==> src/bp_pkg.sv <==
package bp_pkg;

    // --------------------
    // angles
    // --------------------

    // whole degrees, 0 to 179
    localparam int k_angle_length = 8;
    // scan boundaries
    localparam logic [k_angle_length-1:0] k_angle_45 = 8'd45;
    localparam logic [k_angle_length-1:0] k_angle_90 = 8'd90;
    localparam logic [k_angle_length-1:0] k_angle_135 = 8'd135;
    // mirror point of the folded angle
    localparam logic [k_angle_length-1:0] k_angle_mirror = 8'd89;

    // --------------------
    // sizes
    // --------------------

    localparam int k_filtered_data_length = 12;
    // taps per line, one per pe
    localparam int k_no_of_partitions = 4;
    localparam int k_part_idx_length = $clog2(k_no_of_partitions);
    localparam logic [k_part_idx_length-1:0] k_last_part =
        k_part_idx_length'(k_no_of_partitions - 1);
    // lines per angle
    localparam int k_partition_size = 4;
    localparam int k_line_itr_length = $clog2(k_partition_size);
    localparam logic [k_line_itr_length-1:0] k_last_line =
        k_line_itr_length'(k_partition_size - 1);
    // bank address and depth
    localparam int k_s_length = 8;
    localparam int k_bank_words = 2 ** k_s_length;
    localparam int k_no_of_banks = 2;
    // pe_en cycles per line
    localparam int k_shift_cycles = 6;
    localparam int k_shift_cnt_length = $clog2(k_shift_cycles);
    localparam logic [k_shift_cnt_length-1:0] k_last_shift =
        k_shift_cnt_length'(k_shift_cycles - 1);

    // --------------------
    // lut constants
    // --------------------

    localparam int k_accu_length = 8;
    localparam int k_slope_entries = 12;
    localparam int k_slope_idx_length = $clog2(k_slope_entries);
    localparam logic [k_accu_length-1:0] k_sh_base_offset = 8'd16;
    localparam logic [k_accu_length-1:0] k_mp_part_offset = 8'd64;
    // round(16 * tan(4i deg))
    localparam logic [k_accu_length-1:0] k_slope_table [k_slope_entries] = '{
        8'd0, 8'd1, 8'd2, 8'd3, 8'd5, 8'd6, 8'd7, 8'd9, 8'd10, 8'd12, 8'd13, 8'd15
    };

    // --------------------
    // types
    // --------------------

    typedef enum logic {scan_x, scan_y} scan_mode_t;
    typedef enum logic {scan_forward, scan_reverse} scan_dir_t;

    typedef logic signed [k_filtered_data_length-1:0] tap_t;
    typedef tap_t [k_no_of_partitions-1:0] taps_t;

    // per-angle accumulator values
    typedef struct packed {
        logic [k_accu_length-1:0] sh_accu_base;
        logic [k_accu_length-1:0] mp_accu_base;
        logic [k_accu_length-1:0] mp_accu_part;
    } lut_val_t;

    // swappable to control
    typedef struct packed {
        logic swap;
        logic next_itr;
        logic pe_en;
    } sw_status_t;

    typedef struct packed {
        logic reset;
        logic kick;
        logic en;
        scan_mode_t scan_mode;
        scan_dir_t scan_direction;
    } pe_ctrl_t;

endpackage

==> src/bp_angle_lut.sv <==
`timescale 1ns/1ps

module bp_angle_lut
(
    input  logic clk,
    input  logic [bp_pkg::k_angle_length-1:0] angle,
    output bp_pkg::lut_val_t lut_val
);

    // stage 1 signals
    logic [bp_pkg::k_angle_length-1:0] folded;
    logic [bp_pkg::k_angle_length-1:0] mirrored;
    logic [bp_pkg::k_slope_idx_length-1:0] slope_idx;
    logic [bp_pkg::k_accu_length-1:0] part_q;
    // stage 2 signals
    logic [bp_pkg::k_accu_length-1:0] slope;

    // --------------------
    // stage 1: fold
    // --------------------
    always_comb
    begin
        // second quadrant looks like the first
        if (angle < bp_pkg::k_angle_90)
            folded = angle;
        else
            folded = angle - bp_pkg::k_angle_90;
        // mirror about 45 so the slope stays below one
        if (folded < bp_pkg::k_angle_45)
            mirrored = folded;
        else
            mirrored = bp_pkg::k_angle_mirror - folded;
    end

    // table steps every 4 degrees
    always_ff @(posedge clk)
    begin
        slope_idx <= mirrored[2 +: bp_pkg::k_slope_idx_length];
        part_q <= angle + bp_pkg::k_mp_part_offset;
    end

    // --------------------
    // stage 2: table
    // --------------------
    assign slope = bp_pkg::k_slope_table[slope_idx];

    always_ff @(posedge clk)
    begin
        // shift step in 1/16 units
        lut_val.sh_accu_base <= slope + bp_pkg::k_sh_base_offset;
        // map step per line, coarse
        lut_val.mp_accu_base <= (slope >> 2) + 1'b1;
        lut_val.mp_accu_part <= part_q;
    end

endmodule

==> src/bp_swappable.sv <==
`timescale 1ns/1ps

module bp_swappable
(
    input  logic clk,
    input  logic reset_n,
    // from swap control
    input  bp_pkg::lut_val_t lut_val,
    input  logic [bp_pkg::k_accu_length-1:0] mp_accu_init,
    input  logic swap_ack,
    input  logic next_itr_ack,
    // from bank
    input  bp_pkg::tap_t fr_val,
    // to swap control
    output bp_pkg::sw_status_t status,
    // to bank
    output logic [bp_pkg::k_s_length-1:0] fr_s_val,
    // to pes
    output bp_pkg::taps_t taps
);

    typedef enum logic [2:0] {
        idle_s,
        fill_s,
        wait_swap_s,
        shift_s,
        wait_itr_s
    } state_t;

    state_t state;
    // partition walked in fill
    logic [bp_pkg::k_part_idx_length-1:0] part_idx;
    // p times sh_accu_base, built up one step per cycle
    logic [bp_pkg::k_s_length-1:0] sh_offset;
    logic [bp_pkg::k_shift_cnt_length-1:0] shift_cnt;
    // capture pipe, one cycle behind the address
    logic cap_en;
    logic [bp_pkg::k_part_idx_length-1:0] cap_idx;
    bp_pkg::taps_t taps_q;

    // --------------------
    // fsm
    // --------------------
    always_ff @(posedge clk)
    begin
        if (!reset_n)
        begin
            state <= idle_s;
            part_idx <= '0;
            shift_cnt <= '0;
        end
        else
        begin
            case (state)
                idle_s, wait_itr_s:
                    if (next_itr_ack)
                    begin
                        state <= fill_s;
                        part_idx <= '0;
                    end
                fill_s:
                begin
                    // one address per cycle
                    part_idx <= part_idx + 1'b1;
                    if (part_idx == bp_pkg::k_last_part)
                        state <= wait_swap_s;
                end
                wait_swap_s:
                    if (swap_ack)
                    begin
                        state <= shift_s;
                        shift_cnt <= '0;
                    end
                shift_s:
                begin
                    shift_cnt <= shift_cnt + 1'b1;
                    if (shift_cnt == bp_pkg::k_last_shift)
                        state <= wait_itr_s;
                end
                default:
                    state <= idle_s;
            endcase
        end
    end

    // --------------------
    // bank addressing
    // --------------------
    always_ff @(posedge clk)
    begin
        if (state == fill_s)
            sh_offset <= sh_offset + lut_val.sh_accu_base;
        else
            sh_offset <= '0;
    end

    // wraps modulo bank depth
    assign fr_s_val = mp_accu_init + sh_offset;

    // returned word lands in its slot
    always_ff @(posedge clk)
    begin
        if (!reset_n)
            cap_en <= 1'b0;
        else
            cap_en <= (state == fill_s);
    end

    always_ff @(posedge clk)
    begin
        cap_idx <= part_idx;
        if (cap_en)
            taps_q[cap_idx] <= fr_val;
    end

    // held steady through shift
    assign taps = taps_q;

    always_comb
    begin
        status.swap = (state == wait_swap_s);
        status.next_itr = (state == idle_s) || (state == wait_itr_s);
        status.pe_en = (state == shift_s);
    end

    // control must only swap a unit that finished filling
    a_swap_ack_legal: assert property (@(posedge clk) disable iff (!reset_n)
        swap_ack |-> status.swap);
    // no refill while shifting
    a_itr_ack_legal: assert property (@(posedge clk) disable iff (!reset_n)
        next_itr_ack |-> (state == idle_s || state == wait_itr_s));

endmodule

==> src/bp_swap_control.sv <==
`timescale 1ns/1ps

module bp_swap_control
(
    input  logic clk,
    input  logic reset_n,
    // angle interface
    input  logic [bp_pkg::k_angle_length-1:0] fr_angle,
    input  logic fr_has_next_angle,
    input  logic fr_next_angle_ack,
    output logic fr_next_angle,
    // bank read ports
    input  bp_pkg::tap_t fr0_val,
    input  bp_pkg::tap_t fr1_val,
    output logic [bp_pkg::k_s_length-1:0] fr0_s_val,
    output logic [bp_pkg::k_s_length-1:0] fr1_s_val,
    // pe side
    output bp_pkg::pe_ctrl_t pe_ctrl,
    output bp_pkg::taps_t pe_taps
);

    typedef enum logic [2:0] {
        ready_s,
        setup_1_s,
        setup_2_s,
        fill_s,
        fill_and_shift_s,
        angle_setup_1_s,
        angle_setup_2_s,
        shift_s
    } state_t;

    state_t state;
    state_t next_state;
    // index of the filling unit, the other one shifts
    logic sw_sel;
    logic [bp_pkg::k_line_itr_length-1:0] line_itr;
    logic [bp_pkg::k_accu_length-1:0] mp_accu_init;
    bp_pkg::lut_val_t lut_val;
    bp_pkg::scan_mode_t scan_mode_q;
    bp_pkg::scan_dir_t scan_dir_q;
    // per-unit links
    bp_pkg::sw_status_t sw0_status;
    bp_pkg::sw_status_t sw1_status;
    bp_pkg::taps_t sw0_taps;
    bp_pkg::taps_t sw1_taps;
    logic sw0_swap_ack;
    logic sw1_swap_ack;
    logic sw0_next_itr_ack;
    logic sw1_next_itr_ack;
    // a is filling, b is shifting
    bp_pkg::sw_status_t swa_status;
    bp_pkg::sw_status_t swb_status;
    logic swa_next_itr_ack;
    logic swb_next_itr_ack;
    logic swap_ack;
    logic last_line;
    logic line_go;
    logic angle_req;
    logic req_q;
    logic angle_taken;

    // --------------------
    // a/b muxes
    // --------------------
    assign swa_status = sw_sel ? sw1_status : sw0_status;
    assign swb_status = sw_sel ? sw0_status : sw1_status;
    assign sw0_next_itr_ack = sw_sel ? swb_next_itr_ack : swa_next_itr_ack;
    assign sw1_next_itr_ack = sw_sel ? swa_next_itr_ack : swb_next_itr_ack;
    assign sw0_swap_ack = !sw_sel && swap_ack;
    assign sw1_swap_ack = sw_sel && swap_ack;

    assign last_line = (line_itr == bp_pkg::k_last_line);
    // a filled, and b done shifting once it has been busy
    assign line_go = (state == fill_s && swa_status.swap) ||
                     (state == fill_and_shift_s && swa_status.swap &&
                      swb_status.next_itr);
    // first fill of a run
    assign swa_next_itr_ack = (state == setup_2_s) && swa_status.next_itr;
    // last line of an angle waits for the new angle's setup bubble
    assign swap_ack = (state == angle_setup_2_s) ||
                      (line_go && (!last_line || !fr_has_next_angle));
    assign swb_next_itr_ack = (state == angle_setup_2_s) || (line_go && !last_line);

    // --------------------
    // angle request
    // --------------------
    // both units stall while the request is out
    assign angle_req = fr_has_next_angle && ((state == ready_s) || (line_go && last_line));
    assign fr_next_angle = req_q && fr_has_next_angle;
    assign angle_taken = fr_next_angle && fr_next_angle_ack;

    always_ff @(posedge clk)
    begin
        if (!reset_n)
        begin
            state <= ready_s;
            sw_sel <= 1'b0;
            req_q <= 1'b0;
        end
        else
        begin
            state <= next_state;
            req_q <= angle_req && !fr_next_angle_ack;
            if (swap_ack)
                sw_sel <= !sw_sel;
        end
    end

    always_comb
    begin
        next_state = state;
        case (state)
            ready_s:
                if (angle_taken)
                    next_state = setup_1_s;
            setup_1_s:
                next_state = setup_2_s;
            setup_2_s:
                if (swa_status.next_itr)
                    next_state = fill_s;
            fill_s, fill_and_shift_s:
                if (line_go)
                begin
                    if (!last_line)
                        next_state = fill_and_shift_s;
                    else if (!fr_has_next_angle)
                        next_state = shift_s;
                    else if (angle_taken)
                        next_state = angle_setup_1_s;
                end
            angle_setup_1_s:
                next_state = angle_setup_2_s;
            angle_setup_2_s:
                next_state = fill_and_shift_s;
            shift_s:
                // drain the final line
                if (swb_status.next_itr)
                    next_state = ready_s;
            default:
                next_state = ready_s;
        endcase
    end

    // --------------------
    // line iteration
    // --------------------
    always_ff @(posedge clk)
    begin
        if (!reset_n)
            line_itr <= '0;
        else if (state == setup_1_s || state == angle_setup_1_s)
            line_itr <= '0;
        else if (swap_ack && state != angle_setup_2_s)
            line_itr <= line_itr + 1'b1;
    end

    // lut values valid in the second setup cycle
    always_ff @(posedge clk)
    begin
        if (state == setup_2_s || state == angle_setup_2_s)
            mp_accu_init <= lut_val.mp_accu_part;
        else if (swap_ack)
            mp_accu_init <= mp_accu_init - lut_val.mp_accu_base;
    end

    // scan setup per angle
    always_ff @(posedge clk)
    begin
        if (!reset_n)
        begin
            scan_mode_q <= bp_pkg::scan_x;
            scan_dir_q <= bp_pkg::scan_forward;
        end
        else if (state == setup_2_s || state == angle_setup_2_s)
        begin
            if (fr_angle < bp_pkg::k_angle_45 || fr_angle >= bp_pkg::k_angle_135)
                scan_mode_q <= bp_pkg::scan_x;
            else
                scan_mode_q <= bp_pkg::scan_y;
            if (fr_angle < bp_pkg::k_angle_90)
                scan_dir_q <= bp_pkg::scan_forward;
            else
                scan_dir_q <= bp_pkg::scan_reverse;
        end
    end

    // --------------------
    // units and lut
    // --------------------
    bp_angle_lut u_angle_lut (.clk(clk), .angle(fr_angle), .lut_val(lut_val));

    bp_swappable sw0 (
        .clk(clk), .reset_n(reset_n), .lut_val(lut_val), .mp_accu_init(mp_accu_init),
        .swap_ack(sw0_swap_ack), .next_itr_ack(sw0_next_itr_ack), .fr_val(fr0_val),
        .status(sw0_status), .fr_s_val(fr0_s_val), .taps(sw0_taps)
    );

    bp_swappable sw1 (
        .clk(clk), .reset_n(reset_n), .lut_val(lut_val), .mp_accu_init(mp_accu_init),
        .swap_ack(sw1_swap_ack), .next_itr_ack(sw1_next_itr_ack), .fr_val(fr1_val),
        .status(sw1_status), .fr_s_val(fr1_s_val), .taps(sw1_taps)
    );

    // pe outputs come from the shifting unit
    always_comb
    begin
        pe_ctrl.reset = swa_next_itr_ack;
        pe_ctrl.kick = swap_ack;
        pe_ctrl.en = swb_status.pe_en;
        pe_ctrl.scan_mode = scan_mode_q;
        pe_ctrl.scan_direction = scan_dir_q;
    end
    assign pe_taps = sw_sel ? sw0_taps : sw1_taps;

    // the unit just swapped becomes the shifting side
    a_sel_on_swap: assert property (@(posedge clk) disable iff (!reset_n)
        swap_ack |=> swb_status.pe_en);
    // new run only with both units drained
    a_reset_idle: assert property (@(posedge clk) disable iff (!reset_n)
        pe_ctrl.reset |-> !sw0_status.pe_en && !sw1_status.pe_en);
    // request held until acknowledged
    a_req_held: assert property (@(posedge clk) disable iff (!reset_n)
        fr_next_angle && !fr_next_angle_ack |=> fr_next_angle || !fr_has_next_angle);

endmodule

==> config.mk <==
export PLATFORM = sky130hd
export DESIGN_NAME = bp_swap_control
export DESIGN_NICKNAME = d
export VERILOG_FILES = /design/src/bp_pkg.sv /design/src/bp_angle_lut.sv /design/src/bp_swappable.sv /design/src/bp_swap_control.sv
export SDC_FILE = /design/constraint.sdc
export NUM_CORES = 1
export LEC_CHECK = 0
export ABC_CLOCK_PERIOD_IN_PS = 2800
export BUFFER_PORTS_ARGS = -buffer_cell sky130_fd_sc_hd__clkbuf_2
export CORE_ASPECT_RATIO = 1.5
export CORE_MARGIN = 2
export CORE_UTILIZATION = 58
export CTS_BUF_LIST = sky130_fd_sc_hd__clkbuf_16
export CTS_CLUSTER_SIZE = 8
export DETAILED_ROUTE_END_ITERATION = 8
export GPL_TIMING_DRIVEN = 1
export PLACE_DENSITY_LB_ADDON = 0.15
export SYNTH_ARGS = -nofsm -noshare
export SYNTH_HDL_FRONTEND = slang
export SYNTH_SLANG_ARGS = --single-unit
==> constraint.sdc <==
create_clock -name clk -period 2.8 [get_ports clk]
set_input_delay 0.14 -clock clk [delete_from_list [all_inputs] [get_ports clk]]
set_output_delay 0.14 -clock clk [all_outputs]
set_load 0.05 [all_outputs]
==> results.ini <==
[global_routing]
grt_pass1_vias=5464
grt_max_degree=51
antenna_found_initial=0
grtUsageTotal_pct=22.4
grt_first_pass_wirelength_mm=25.9
globalRouteOverflowTotal=0

[yosys]
synthFlopType=edfxtp_1
syn_avg_cell_area_um2=12.1
synth_edf_count=104
ys_types=64
syn-cell-area_mm2=0.00807
syn_inst=665
synth_nets=749
ys_seq_elements=178
async_flop_share_pct=0
yosys_warnings=0
ys_seq_area_share_pct=57.0

[cells_and_area]
final_layout_size_suffix_gt1_share_pct=25.1
area_delta_synth_final_pct=19.6
fill_cells=953
n_antenna_cell=0
layout.nets=885
fin_util_pct=71.3
final_area_mm2=0.00965

[placed_design]
pre_cts_ws_ns=0.297
port_buffers=105
hpwl_mm=11.7
place.gp.congestion=0.901
placed_area_mm2=0.00873

[die]
std_cell_rows=52
die_x_um=100
die_area_mm2=0.0149
design.core.area_mm2=0.0135
io_pins=106
die_y_um=148
start_util_pct=59.6

[drt]
drt_pass1_iterations=5
vias_per_cell=5.57
drc=0
totalWireLength_mm=16.3
routedWlPerCell_um=16.8
vias=5429
drtIter0Drc=217
antenna_left=0

[sta]
tightest_slew_ns=0.786
rsz0062_at_grt=no
fin_ws_ns=0.148
min_period_ns=2.65
finClkSkew_ns=0.0134
fin_crit_sh_pct=94.7
setup_tns_ns=0
hold_violations=0
relSlewSlack_pct=47.6
fmax_mhz=377
finalSetupViolations=0
drv_slew=0

[power]
total_power_mw=6.30
power_leakage_nw=3.83
internal-power_mw=4.55
ir_drop_mv=0.481
clockPowerShare_pct=37.0
powerDensity_mw_per_mm2=652
switching_share_pct=27.7
switchingPower_mw=1.74
combPwrFrac_pct=15.0
p_seq_share_pct=48.0

[clock_network]
cts_num_sinks=178
cts_max_level=4
cts_root_buf=clkbuf_16
numCtsBuffers=17
cts_tree=yes
path_clk_slew_ns=0.07
post-cts-setup-buffer-count=0
insertion_delay_ns=0.43
ctsLongestPathBuffers=2

[worst_setup_path]
critPathCaptureType=output port
crit_fanout=4
crit_type=flip-flop to output port
rr_startpoint=sw0.state[1]
start_kind=flip-flop
worstPathArrival_ns=2.51
reg2reg_slack_ns=0.40
r2r_end=sw1.state[0]
r2r_cells=7
crit_required_ns=2.66

[min_path]
hp-start=reset_n
hold-path-endpoint=state[2]
holdPathStages=2
hold_class=input pin to flip-flop

[run_status]
status=completed

[flow_run]
maxCapViolCount=0

## critical path, stage by stage (launching register included)
cell,delay (ns)
edfxtp_1,0.47
ha_1,0.33
a21o_1,0.18
a21oi_1,0.23
o21bai_1,0.09
a21oi_1,0.24
o21ai_1,0.13
xnor2_1,0.14
buf_2,0.28
## layout make-up
class,count,area [um^2],share of cell area (%)
sequential,178,4610,47.7
timing repair buffer,145,913,9.46
inverter,34,128,1.32
multi-input combinational,425,3220,33.3
clock inverter,14,161,1.67
tap,162,203,2.10
clock buffer,17,425,4.41
## per-stage QoR
stage | hold WS (ns) | std cells
3_3_place_gp | 0.296 | 911
4_1_cts | 0.0961 | 975
2_1_floorplan | 0.168 | 665
6_report | 0.114 | 975
5_1_grt | 0.132 | 975
3_5_place_dp | 0.303 | 911
## registers in the layout, indices dropped and copies added, names as in the netlist, 2 cells and up
signal	flops
sw0.part_idx	2
u_angle_lut.slope_idx	4
sw1.part_idx	2
state	3
sw0.shift_cnt	3
sw0.sh_offset	8
line_itr	2
sw0.state	3
sw1.cap_idx	2
sw0.taps	48
mp_accu_init	8
sw0.cap_idx	2
sw1.shift_cnt	3
sw1.sh_offset	8
u_angle_lut.lut_val	15
u_angle_lut.part_q	8
sw1.taps	48
sw1.state	3
## placed cells by master, fill, tap and decap left out, drive strengths merged, types with 5 or more instances in the layout
cell,netlist,routed
dfxtp,74,74
ha,43,43
and2,5,5
nand2,37,37
edfxtp,104,104
o21ai,31,31
buf,11,9
nor3,12,12
a21oi,35,35
xnor2,28,28
nor2b,17,17
dlygate4sd3,0,33
mux2,48,48
nand3,17,17
nand2b,12,12
clkbuf,17,120
nor2,42,42
inv,33,42
a21o,9,9
xor2,11,11
a31oi,5,5
fa,5,5
mux2i,6,6
## per-layer routing
| metal | share of wire, % | track usage, % | wire [um] | vias up |
|---|---|---|---|---|
| li1 | - | - | - | 2663 |
| met1 | 40 | 24.0 | 6460 | 2608 |
| met2 | 55 | 42.8 | 8970 | 137 |
| met3 | 3.9 | 4.42 | 645 | 21 |
| met4 | 1.6 | 8.36 | 262 | 0 |
| met5 | 0 | 0 | 0 | - |
## worst max path at each step
stage                     depth (start not counted)       startpoint  slack [ns]                        to
after global routing                             10  mp_accu_init[0]        0.01              fr0_s_val[6]
after floorplan                                   9  mp_accu_init[0]        0.37              fr0_s_val[6]
after global placement                            7     sw0.state[1]        0.49              sw1.state[0]
final                                             8  mp_accu_init[1]        0.15              fr0_s_val[7]
after CTS                                         9  mp_accu_init[1]         0.1              fr0_s_val[6]
after detailed placement                         10      fr_angle[7]        0.30  u_angle_lut.slope_idx[0]
## kinds of logic after synthesis
logic type                 share of synthesized area [%]
DFF                                                 57.0
and+or+nand+nor                                     10.3
AOI/OAI and AO/OA                                   9.81
buffers and inverters                               3.24
muxes                                               7.44
adders and majority gates                           7.91
xor gates and xnor gates                            4.23
## power groups by stage
stage	Sequential, mW	Combinational, mW	Clock (mW)
CTS	3.02	0.953	2.37
floorplan	3.02	0.735	0
global route	3.04	1.05	2.46
finish	3.02	0.947	2.33
detailed placement	3.08	0.907	0
global placement	3.07	0.871	0
## cell usage after synthesis (6+ instances only)
| cell | number | area share [%] |
|---|---|---|
| nor2_1 | 42 | 2.0 |
| mux2i_1 | 6 | 0.74 |
| ha_1 | 43 | 6.7 |
| nand3_1 | 17 | 1.1 |
| a21oi_1 | 35 | 2.2 |
| o21ai_1 | 19 | 1.2 |
| dfxtp_1 | 74 | 18 |
| a21o_1 | 9 | 0.84 |
| edfxtp_1 | 104 | 39 |
| inv_1 | 33 | 1.5 |
| nor2b_1 | 17 | 1.3 |
| nor3_1 | 12 | 0.74 |
| nand2b_1 | 12 | 0.93 |
| xor2_1 | 11 | 1.2 |
| mux2_2 | 48 | 6.7 |
| nand2_1 | 37 | 1.7 |
| o21ai_0 | 10 | 0.62 |
| xnor2_1 | 28 | 3.0 |
| clkbuf_1 | 17 | 0.79 |
## repair_timing
item,4_1_cts,5_1_grt
hold buffers,33,0
resized for setup,0,7
hold endpoints to repair,104,0
setup endpoints to repair,0,2
No activity file was read; power rests on OpenSTA's default activity.
